### src/common/err_capture_pkg.sv
package err_capture_pkg;

	// Lane organisation of the equalizer error inputs.
	localparam int lane_count = 16; // Lanes per group.
	localparam int group_count = 3;
	localparam int total_lanes = lane_count * group_count;

	localparam int error_width = 8; // Signed slicer error.
	localparam int threshold_width = 7;

	// Capture memory geometry.
	localparam int frame_width = 144;
	localparam int frames_per_event = 4; // Three error frames and one flag frame.
	localparam int frame_addr_width = 6;
	localparam int stored_count_width = frame_addr_width + 1; // Holds a full count of 64.

	// Sliding detector lanes that fit in the flag frame.
	localparam int sd_first_lane = 8;
	localparam int sd_stored_lanes = 24;

	// Debug readout chunking.
	localparam int word_width = 32;
	localparam int words_per_frame = 5;

	typedef enum logic [1:0] {
		ready,
		store,
		done
	} tracker_state_t;

endpackage : err_capture_pkg
### src/hw/error_trigger.sv
`timescale 1ns/1ns

module error_trigger
	import err_capture_pkg::*;
(
	input logic clk,
	input logic rstb,

	input logic signed [error_width-1:0] errors [total_lanes],
	input logic [total_lanes-1:0] prbs_flags,
	input logic [total_lanes-1:0] bitstream,
	input logic [1:0] sd_flags [total_lanes],
	input logic [threshold_width-1:0] threshold,

	output logic trig,
	output logic signed [error_width-1:0] errors_q [total_lanes],
	output logic [total_lanes-1:0] prbs_q,
	output logic [total_lanes-1:0] bits_q,
	output logic [1:0] sd_q [total_lanes]
);

	logic [error_width-1:0] mag [total_lanes];
	logic [total_lanes-1:0] over;
	logic hit;

	// Unsigned magnitude, so -128 reads as 128.
	always_comb begin
		for (int i = 0; i < total_lanes; i++) begin
			mag[i] = errors[i][error_width-1] ? -errors[i] : errors[i];
			over[i] = (mag[i] >= error_width'(threshold)); // Zero threshold always fires.
		end
	end

	assign hit = (|over) || (|prbs_flags);

	always_ff @(posedge clk or negedge rstb) begin
		if (!rstb) begin
			trig <= 1'b0;
		end else begin
			trig <= hit;
		end
	end

	// Data registered alongside the trigger so both line up.
	always_ff @(posedge clk) begin
		errors_q <= errors;
		prbs_q <= prbs_flags;
		bits_q <= bitstream;
		sd_q <= sd_flags;
	end

endmodule : error_trigger

### config.mk
export PLATFORM = sky130hd
export DESIGN_NAME = error_trigger
export DESIGN_NICKNAME = d
export VERILOG_FILES = /design/src/common/err_capture_pkg.sv /design/src/hw/error_trigger.sv
export SDC_FILE = /design/constraint.sdc
export NUM_CORES = 1
export LEC_CHECK = 0
export ABC_AREA = 1
export BUFFER_PORTS_ARGS = -buffer_cell sky130_fd_sc_hd__buf_2
export CAP_MARGIN = 30
export CORE_AREA = 2 2 455 457
export DETAILED_ROUTE_END_ITERATION = 8
export DIE_AREA = 0 0 457 459
export SLEW_MARGIN = 0
export SYNTH_ARGS = -nofsm -noshare
export SYNTH_HDL_FRONTEND = slang
export SYNTH_SLANG_ARGS = --single-unit
### constraint.sdc
create_clock -name clk -period 0.8 [get_ports clk]
set_input_delay 0.08 -clock clk [delete_from_list [all_inputs] [get_ports clk]]
set_output_delay 0.08 -clock clk [all_outputs]
set_load 0.1 [all_outputs]
==> results by group <==
Worst setup path
  • Critical path cell sequence: buf_2 -> inv_1 -> ha_4 -> nand2_2 -> o31ai_4 -> xnor2_2 -> ha_2 -> nor4_4 -> nand2_2 -> nor2_4 -> nand2_4 -> nor2_4 -> nand2_2 -> nor2_2 -> nand2_1 -> nor2_1 -> nand2_1
  • CP Class: in -> reg
  • Worst path required time: roughly 1.4 ns
  • Slowest cell on crit path: o31ai_4
  • Worst-path fanout max: 2
  • Largest stage delay on the critical path: 0.34 ns
  • WP data arrival: 2.39 ns
  • CP startpoint kind: input port
  • CP Capture Type: flop
  • Crit-path most repeated cell: nand2_2

Power and ir drop
  • Sw Share: 36.8%
  • Power Density: 1700 nW/um^2
  • Gate power share: 36.2%
  • P_leak: 30.3 nW
  • Sequential share of power: 29.7%
  • Psw: 39.7 mW
  • Clk pwr share: 34.1%
  • PnR Total Power: around 110 mW
  • Peak VDD IR: around 1.6 mV
  • Power Internal: 68.2 mW

Finish
  • Nets: 6882
  • Most frequent cells in the layout: 807 x dlygate4sd3_1, 715 x buf_4, 634 x nand2_1, 609 x buf_12, 571 x buf_2
  • Layout cells sized above 1: about 48%
  • Layout fillers: 20.5k
  • Register area: around 12000 sq um
  • Area delta synth->final: 137%
  • Commonest non-fill, non-tap cell in the layout: dlygate4sd3_1
  • Util after Layout: 30.8%
  • Footprint of the multi-input gates: 14400 sq um
  • Final instance area: 63400 sq um

Synth
  • Cell area after technology mapping: between 20000 and 30000 sq um
  • Largest family of logic cells by synthesized area: simple AND/OR/NAND/NOR gates
  • Post-Synthesis Cells: between 3k and 4k
  • Post-Synth Simple-Gate Area: a little under a fifth
  • Adder-cell share of the synthesized area: 18.0%
  • Yosys warnings: 0
  • Xor and xnor area share after synthesis: 7.84%
  • Synth top area share: between 40% and 50%
  • Syn Nets: 4083
  • Yosys reg bits: 577
  • Mux share of post-synthesis cell area: 0%
  • Seq/Total Area, Yosys: a little over two fifths
  • Syn Area/Cell: 8.57 sq um
  • Synth area leaders: dfxtp_1 43%, ha_1 18%, nand2_1 9.5%, inv_1 6.0%, xor2_1 4.8%
  • Post-synth top area cell: dfxtp_1
  • Synth unique cells: 30
  • Post-synthesis compound-gate area fraction: 5.79%

Routing
  • DRT iter0 DRCs: 1264
  • DR vias: ~32k
  • Drt via density: around 3.7
  • Final wirelength: 178 mm
  • Antenna-violating nets left: 0
  • DR pass1 iterations: 7
  • Drt wl/cell: 20.3 um
  • DRC Markers: 0

Floorplan
  • Row count: approximately 170
  • Die Span Y: roughly 460 um
  • Io pins: ~1.2k
  • Die W: around 460 um
  • Initial Utilization: around an eighth
  • Core area: 206000 sq um
  • Die area: 210000 sq um

Clock tree
  • Max Root-Sink Buffers: 3
  • Clk Tree Root Cell: clkbuf_16
  • Clk sinks: 577
  • Clk pin slew, worst setup/hold paths: around 0.06 ns
  • CTS buffer count: 77
  • CTS tree: yes
  • H-tree levels: 3

GRT
  • Routing usage on met1: 16.8%
  • Met2 Use GR: 28.8%
  • Largest net degree at the start of global routing: 20
  • Vias in the first global route: between 30k and 40k
  • Most Used Layer, Global Route: met2
  • Gr ovfl total: 0
  • Met3 GRT Util: 4.66%
  • Total GRT Usage: 16.3%
  • First-pass GRT wire length: 243 mm
  • Initial antenna violation count: 82

Timing
  • Final Hold Fails: 0
  • Fin crit period: 1.80 ns
  • Least-Margin Pin Slew: 0.487 ns
  • Slew headroom: 67.4%
  • Final Cycle Share: 225%
  • Max-slew violation count: 0
  • Max Clk Rate: 555 MHz
  • Worst Hold Slack: 0.0606 ns
  • Setup violators final: 578
  • PnR worst setup slack: -1.00 ns
  • RSZ-0062 raised after global routing: true
  • Setup_tns: -287.37 ns

Worst hold path
  • Min-Delay Startpoint: bitstream[4]
  • Hold WC Path Type: in -> reg
  • Hold EP: bits_q[4]
  • Hold Crit Depth: 2

Run status
  • Status: finished with violations
  • Failing checks: negative setup slack

Place
  • Placed Area: 51200 sq um
  • Port Buffers: about 1.2k
  • DP HPWL: 142 mm
  • RePlAce Congestion: 0.929

Run
  • Max-cap violation count: 0
[power by group through the flow]
stage | Sequential [mW] | Clock, mW | Combinational [mW]
2_1_floorplan | 43.0 | 0 | 7.32
3_3_place_gp | 32.6 | 0 | 34.4
3_5_place_dp | 32.6 | 0 | 35.0
4_1_cts | 32.0 | 38.2 | 38.6
5_1_grt | 32.1 | 39.2 | 41.6
6_report | 32.0 | 36.8 | 39.1
[layer usage]
layer / share of wire (%) / wire, um / vias up
met1: 36 / 64500 / 15200
li1: - / - / 15600
met5: 0.039 / 69 / -
met3: 7.1 / 12500 / 385
met4: 7.2 / 12800 / 10
met2: 49 / 87600 / 1222
[per-stage QoR]
step,worst slack [ns],std cells
after floorplan,-1.26,3114
after global placement,-2.15,7717
after detailed placement,-2.16,7717
after CTS,-0.893,8666
after global routing,-1.07,8729
final,-1.00,8735
[worst max path at each step]
| stage | startpoint | end | slack, ns | depth (start not counted) |
|---|---|---|---|---|
| 2_1_floorplan | threshold[3] | trig | -1.26 | 16 |
| 3_3_place_gp | errors[240] | trig | -2.15 | 23 |
| 3_5_place_dp | errors[240] | trig | -2.16 | 23 |
| 4_1_cts | errors[289] | trig | -0.89 | 18 |
| 5_1_grt | errors[176] | trig | -1.07 | 21 |
| 6_report | errors[136] | trig | -1.00 | 17 |
[area by class of cell]
cell class / instances / share of cell area, %
inverters: 439 / 2.66
clock buffers: 96 / 3.34
multi-input cells: 2095 / 22.7
repair buffers: 2723 / 45.4
clock inverters: 46 / 0.869
flip-flops and latches: 577 / 19.5
well taps: 2704 / 5.34
diodes: 55 / 0.217
[worst max-delay path, delay by kind of cell]
kind	cells	cell delay, ns
AND/OR/NAND/NOR	11	1.22
adder cells (fa/ha/maj)	2	0.38
buffers and inverters	2	0.23
AO/OA/AOI/OAI	1	0.34
XOR/XNOR	1	0.13
[cells by family after synthesis]
kind of cell               count (synthesis)
and+or+nand+nor                         1208
DFF                                      577
buffers and inverters                    442
adders and majority gates                384
AOI/OAI and AO/OA                        264
xor gates and xnor gates                 239
[cells in the mapped netlist, drive strengths merged]
cell and number:
nand2 676, dfxtp 576, inv 439, ha 384
nor2 336, xor2 145, o21ai 108, xnor2 94
nand3 80, nor3 66, a21oi 63, o31ai 35
o21bai 25, a21boi 22, nand4 21, and2 15
nand3b 9, a31oi 5, nor4 4, o21a 3
clkbuf 2, o22ai 2, buf 1, dfrtp 1
o41ai 1, or2 1
[flip-flops by register name (all words and copies together) (netlist names)]
name / count
trig: 1
errors_q: 384
bits_q: 48
sd_q: 96
prbs_q: 48
[what timing repair did]
action	CTS	global route
pin swaps	38	116
gates resized for setup	124	182
setup buffers	1	16
hold endpoints to repair	577	0
hold buffers	807	0
cloned	0	1
endpoints found under the setup margin	578	578
Power figures use the tool's default switching activity.
