<file path="src/common/err_capture_pkg.sv">
package err_capture_pkg;

	// Lane organisation of the equalizer error inputs.
	localparam int lane_count = 16; // Lanes per group.
	localparam int group_count = 3;
	localparam int total_lanes = lane_count * group_count;

	localparam int error_width = 8; // Signed slicer error.
	localparam int threshold_width = 7;

	// Capture memory geometry.
	localparam int frame_width = 144;
	localparam int frames_per_event = 4; // Three error frames and one flag frame.
	localparam int frame_addr_width = 6;
	localparam int stored_count_width = frame_addr_width + 1; // Holds a full count of 64.

	// Sliding detector lanes that fit in the flag frame.
	localparam int sd_first_lane = 8;
	localparam int sd_stored_lanes = 24;

	// Debug readout chunking.
	localparam int word_width = 32;
	localparam int words_per_frame = 5;

	typedef enum logic [1:0] {
		ready,
		store,
		done
	} tracker_state_t;

endpackage : err_capture_pkg
</file>
<file path="src/common/error_tracker_debug_intf.sv">
`timescale 1ns/1ns

interface error_tracker_debug_intf
	import err_capture_pkg::*;
();

	logic [frame_addr_width-1:0] addr; // Frame to read while done.
	logic read; // Level, stops capturing.
	logic clear; // One-cycle pulse, rearms.

	logic [frame_width-1:0] frame_data;
	logic [stored_count_width-1:0] stored_frames;
	logic done;

	modport tracker (
		input addr,
		input read,
		input clear,
		output frame_data,
		output stored_frames,
		output done
	);

	modport readout (
		output addr,
		output read,
		output clear,
		input frame_data,
		input stored_frames,
		input done
	);

endinterface : error_tracker_debug_intf

</file>
<file path="src/hw/debug_readout.sv">
`timescale 1ns/1ns

module debug_readout
	import err_capture_pkg::*;
(
	input logic clk,
	input logic rstb,

	input logic [frame_addr_width-1:0] dbg_addr,
	input logic [2:0] dbg_word_sel,
	input logic dbg_read,
	input logic dbg_clear,
	output logic [word_width-1:0] dbg_data,
	output logic [stored_count_width-1:0] dbg_stored_frames,
	output logic dbg_done,

	error_tracker_debug_intf.readout trk
);

	localparam int last_word = words_per_frame - 1;
	localparam int pad_width = word_width * words_per_frame - frame_width;

	logic [frame_addr_width-1:0] addr_q;
	logic [2:0] sel_q;
	logic [2:0] sel_qq; // Lines up with the memory read data.
	logic [word_width-1:0] words [words_per_frame];
	logic [2:0] sel_eff;

	genvar gi;
	generate
		for (gi = 0; gi < last_word; gi++) begin : g_word
			assign words[gi] = trk.frame_data[gi*word_width +: word_width];
		end
	endgenerate

	// Top word carries the leftover bits, padded with ones.
	assign words[last_word] = {{pad_width{1'b1}}, trk.frame_data[frame_width-1:last_word*word_width]};

	assign sel_eff = (sel_qq > 3'(last_word)) ? 3'(last_word) : sel_qq;

	always_ff @(posedge clk or negedge rstb) begin
		if (!rstb) begin
			addr_q <= '0;
			sel_q <= '0;
			sel_qq <= '0;
			dbg_data <= '0;
		end else begin
			addr_q <= dbg_addr;
			sel_q <= dbg_word_sel;
			sel_qq <= sel_q;
			dbg_data <= words[sel_eff];
		end
	end

	assign trk.addr = addr_q;
	assign trk.read = dbg_read;
	assign trk.clear = dbg_clear;

	assign dbg_stored_frames = trk.stored_frames;
	assign dbg_done = trk.done;

endmodule : debug_readout

</file>
<file path="src/flat_wrapper.sv">
// flat-port wrapper written by rule: the top's interface ports become plain ports
module debug_readout_flat import err_capture_pkg::*;
  (clk, rstb, dbg_addr, dbg_word_sel, dbg_read, dbg_clear, dbg_data, dbg_stored_frames, dbg_done, trk_addr, trk_read, trk_clear, trk_frame_data, trk_stored_frames, trk_done);
  error_tracker_debug_intf trk_i ();
  input logic clk;
  input logic rstb;
  input logic [frame_addr_width-1:0] dbg_addr;
  input logic [2:0] dbg_word_sel;
  input logic dbg_read;
  input logic dbg_clear;
  output logic [word_width-1:0] dbg_data;
  output logic [stored_count_width-1:0] dbg_stored_frames;
  output logic dbg_done;
  output wire logic [$bits(trk_i.addr)-1:0] trk_addr;
  output wire logic [$bits(trk_i.read)-1:0] trk_read;
  output wire logic [$bits(trk_i.clear)-1:0] trk_clear;
  input wire logic [$bits(trk_i.frame_data)-1:0] trk_frame_data;
  input wire logic [$bits(trk_i.stored_frames)-1:0] trk_stored_frames;
  input wire logic [$bits(trk_i.done)-1:0] trk_done;
  assign trk_addr = trk_i.addr;
  assign trk_read = trk_i.read;
  assign trk_clear = trk_i.clear;
  assign trk_i.frame_data = trk_frame_data;
  assign trk_i.stored_frames = trk_stored_frames;
  assign trk_i.done = trk_done;
  debug_readout u_core (.clk(clk), .rstb(rstb), .dbg_addr(dbg_addr), .dbg_word_sel(dbg_word_sel), .dbg_read(dbg_read), .dbg_clear(dbg_clear), .dbg_data(dbg_data), .dbg_stored_frames(dbg_stored_frames), .dbg_done(dbg_done), .trk(trk_i));
endmodule
</file>
<file path="config.mk">
export PLATFORM = sky130hd
export DESIGN_NAME = debug_readout_flat
export DESIGN_NICKNAME = d
export VERILOG_FILES = /design/src/common/err_capture_pkg.sv /design/src/common/error_tracker_debug_intf.sv /design/src/hw/debug_readout.sv /design/src/flat_wrapper.sv
export SDC_FILE = /design/constraint.sdc
export NUM_CORES = 1
export LEC_CHECK = 0
export BUFFER_PORTS_ARGS = -buffer_cell sky130_fd_sc_hd__buf_2
export CAP_MARGIN = 25
export CORE_AREA = 2 2 83 85
export DETAILED_ROUTE_END_ITERATION = 12
export DIE_AREA = 0 0 85 87
export MAX_ROUTING_LAYER = met4
export PLACE_DENSITY_LB_ADDON = 0.25
export SLEW_MARGIN = 10
export SYNTH_ARGS = -nofsm -noshare
export SYNTH_HDL_FRONTEND = slang
export SYNTH_SLANG_ARGS = --single-unit
export TNS_END_PERCENT = 30
</file>
<file path="constraint.sdc">
create_clock -name clk -period 2.5 [get_ports clk]
set_input_delay 0.125 -clock clk [delete_from_list [all_inputs] [get_ports clk]]
set_output_delay 0.125 -clock clk [all_outputs]
set_load 0.02 [all_outputs]
</file>
==> impl_results.md <==
- Outcome: completed
- DRT iter0 DRCs: 116
- WHS Endpoint: u_core.dbg_data[11]
- Adder-cell share of the synthesized area: 0
- Crit path time final: 1810 ps
- Share of cells above drive strength 1: 0.621
- Cts repair resizes: 0
- Worst r2r path cells: 3
- Die width: 85 µm
- Comb pwr share: 0.247
- Worst Setup SP: u_core.sel_qq[1]
- Total grt overflow: 0
- CP Max Fanout: 12
- Root Buffer: clkbuf_8
- Synth top area cells: dfrtp_1, mux2i_1, mux4_1, mux4_2, a222oi_1
- Area growth syn-to-layout: 47.9%
- Pin count of the biggest net entering global routing: 45
- Worst path arrival time: 1980 ps
- Clock Sink Count: 44
- Clock group share of total power: 0.299
- CP Launch Type: flip-flop
- Sw frac: 0.258
- F_max: 551 MHz
- Fin. Hold Viols: 0
- First drt pass iteration count: 6
- Simple-gate share of the synthesized area: 0.0526
- Vias per cell: 4.89
- Cell count after synthesis: 168
- Post-Syn Area: 0.00235 mm²
- Boundary Pins: 213
- Fin nets: 523
- Num rows: 30
- Setup crit end kind: flip-flop
- Fin Hold WS: 98.9 ps
- Total number of vias: 2146
- Rel. slew slack: 0.652
- Core ar.: 0.00657 mm²
- Worst R2R End: u_core.dbg_data[18]
- Register bit total from synthesis: 44
- Global-route wire length before repair: 10800 µm
- Vias in the first global route: 2227
- Hold crit path type: in -> reg
- # diodes: 0
- Post-synthesis mux area share: 0.302
- Port Buffer Count: 192
- WHS Path Cells: 3
- Int Power: 1.29 mW
- Hold Buf Count CTS: 9
- DRC violations left: 0
- Min-delay src: trk_frame_data[139]
- Synth area leader: dfrtp_1
- RD Place Congestion: 0.772
- Die height: 87 µm
- Final TNS setup: 0 ps
- WP data required: 2670 ps
- Lkg Pwr: 1.87 nW
- Crit Path Class: reg -> reg
- Final worst path period share: 0.726
- Syn_area_per_cell: 14.0 µm²
- Syn_nets: 333
- Slew Limit Fails: 0
- Seq pwr share: 0.455
- Clk buf depth: 2
- Worst r2r src: u_core.sel_qq[1]
- Post-DRT Antenna Nets: 0
- Max-cap viol count: 0
- Maximum vdd drop: 0.282 mV
- Final wirelength: 7180 µm
- R2r setup slk: 690 ps
- Final Skew: 3.26 ps
- Synth Warn #: 0
- Post-CTS Setup Bufs: 0
- H-tree depth: 2
- Largest family of logic cells by synthesized area: multiplexers
- CTS tree: done
- Clock slew at reported path FFs: 80 ps
- Mean routed wirelength per cell: 16.4 µm
- Total die area: 0.00740 mm²
- Gr usage total: 0.197
- Unrepaired setup endpoints after global routing: false
- Filler cells: 612
- Actual slew at the worst max-slew pin: 522 ps
- Antenna violations before repair: 0
- PwrDens: 499 mW/mm²
- Unique masters post-synth: 16
- Final setup fails: 0
- Post-synthesis xor/xnor area fraction: 0
- Top cell type's share of synthesized area: 0.468
- Post-DP HPWL: 5710 µm
- Clk Latency, worst-skew pair: 280 ps
- Compound-cell area share of the yosys netlist: 0.0680
- Initial Utilization: 0.358
- CTS Buf Count: 5
- Net Sw Power: 0.448 mW
- Sequential area share after synthesis: 0.468
==> cells in the mapped netlist <==
cell type and number:
or2_2 8, nor2b_1 1, or2_1 8, mux4_1 8, mux4_2 8, inv_1 16, a222oi_1 16, mux2i_1 32
buf_4 11, dfrtp_1 44, buf_6 1, buf_12 3, clkbuf_1 4, nand2b_4 1, nor2_1 1, buf_2 6
==> final cells by class <==
class	instances	area, µm²	share of cell area
inverters	16	60.1	0.0172
flip-flops and latches	44	1100	0.316
clock inverters	2	35.0	0.0101
multi-input cells	83	995	0.286
well taps	80	100	0.0287
repair buffers	208	1120	0.321
clock buffers	6	72.6	0.0208
==> layer usage <==
layer  GRT usage  part of all wire  vias to the layer above
met4      0.0649             0.012                        0
met5           -                 0                        -
met2       0.374              0.57                      109
met1       0.205              0.35                     1031
met3      0.0360             0.071                       10
li1            -                 -                      996
==> sequential cells by signal, indices dropped and copies added, names as in the netlist <==
register,cells
u_core.dbg_data,32
u_core.sel_q,3
u_core.sel_qq,3
u_core.trk.addr,6
==> metrics by stage <==
step / std cells / cell area (µm²) / power [mW] / utilization / setup WS, ps
floorplan: 168 / 2350 / 1.05 / - / 1100
finish: 439 / 3480 / 1.74 / 0.530 / 685
global placement: 418 / 3240 / 1.21 / 0.493 / 644
global route: 439 / 3480 / 1.84 / 0.530 / 579
CTS: 436 / 3450 / 1.77 / 0.525 / 560
detailed placement: 419 / 3250 / 1.22 / 0.494 / 572
==> logic make-up after synthesis <==
group	Yosys count
flip-flops	44
buffers and inverters	41
AND/OR/NAND/NOR	19
multiplexers	48
AO/OA/AOI/OAI	16
==> power groups by stage <==
stage | combinational [mW] | sequential [mW] | clock, mW
after floorplan | 0.185 | 0.860 | 0
after global placement | 0.409 | 0.805 | 0
after detailed placement | 0.417 | 0.805 | 0
after CTS | 0.429 | 0.791 | 0.547
after global routing | 0.468 | 0.797 | 0.571
final | 0.429 | 0.790 | 0.519
==> worst max-delay path: stages (launching register included) <==
cell and delay (ps):
dfrtp_1 540, buf_4 300, mux4_1 570, or2_2 280
==> worst max-delay path by stage <==
stage / end / depth (start not counted) / slack (ps)
2_1_floorplan: u_core.dbg_data[22] / 4 / 1100
3_3_place_gp: u_core.dbg_data[5] / 2 / 640
3_5_place_dp: u_core.dbg_data[2] / 2 / 570
4_1_cts: u_core.dbg_data[2] / 2 / 560
5_1_grt: u_core.dbg_data[17] / 3 / 580
6_report: u_core.dbg_data[18] / 3 / 690
==> cell usage in the layout, fill, tap and decap left out <==
cell,netlist,routed
nand2b_4,1,1
mux4_1,8,8
inv_1,16,16
nor2b_1,1,1
clkinv_2,0,1
buf_4,11,5
buf_2,6,192
dfrtp_2,0,1
nor2_1,1,1
or2_2,8,8
dfrtp_1,44,43
dlygate4sd3_1,0,10
or2_1,8,8
buf_12,3,1
clkbuf_8,0,5
mux2i_1,32,32
bufinv_16,0,1
a222oi_1,16,16
mux4_2,8,8
clkbuf_1,4,1
(Power assumes the default switching activity.)
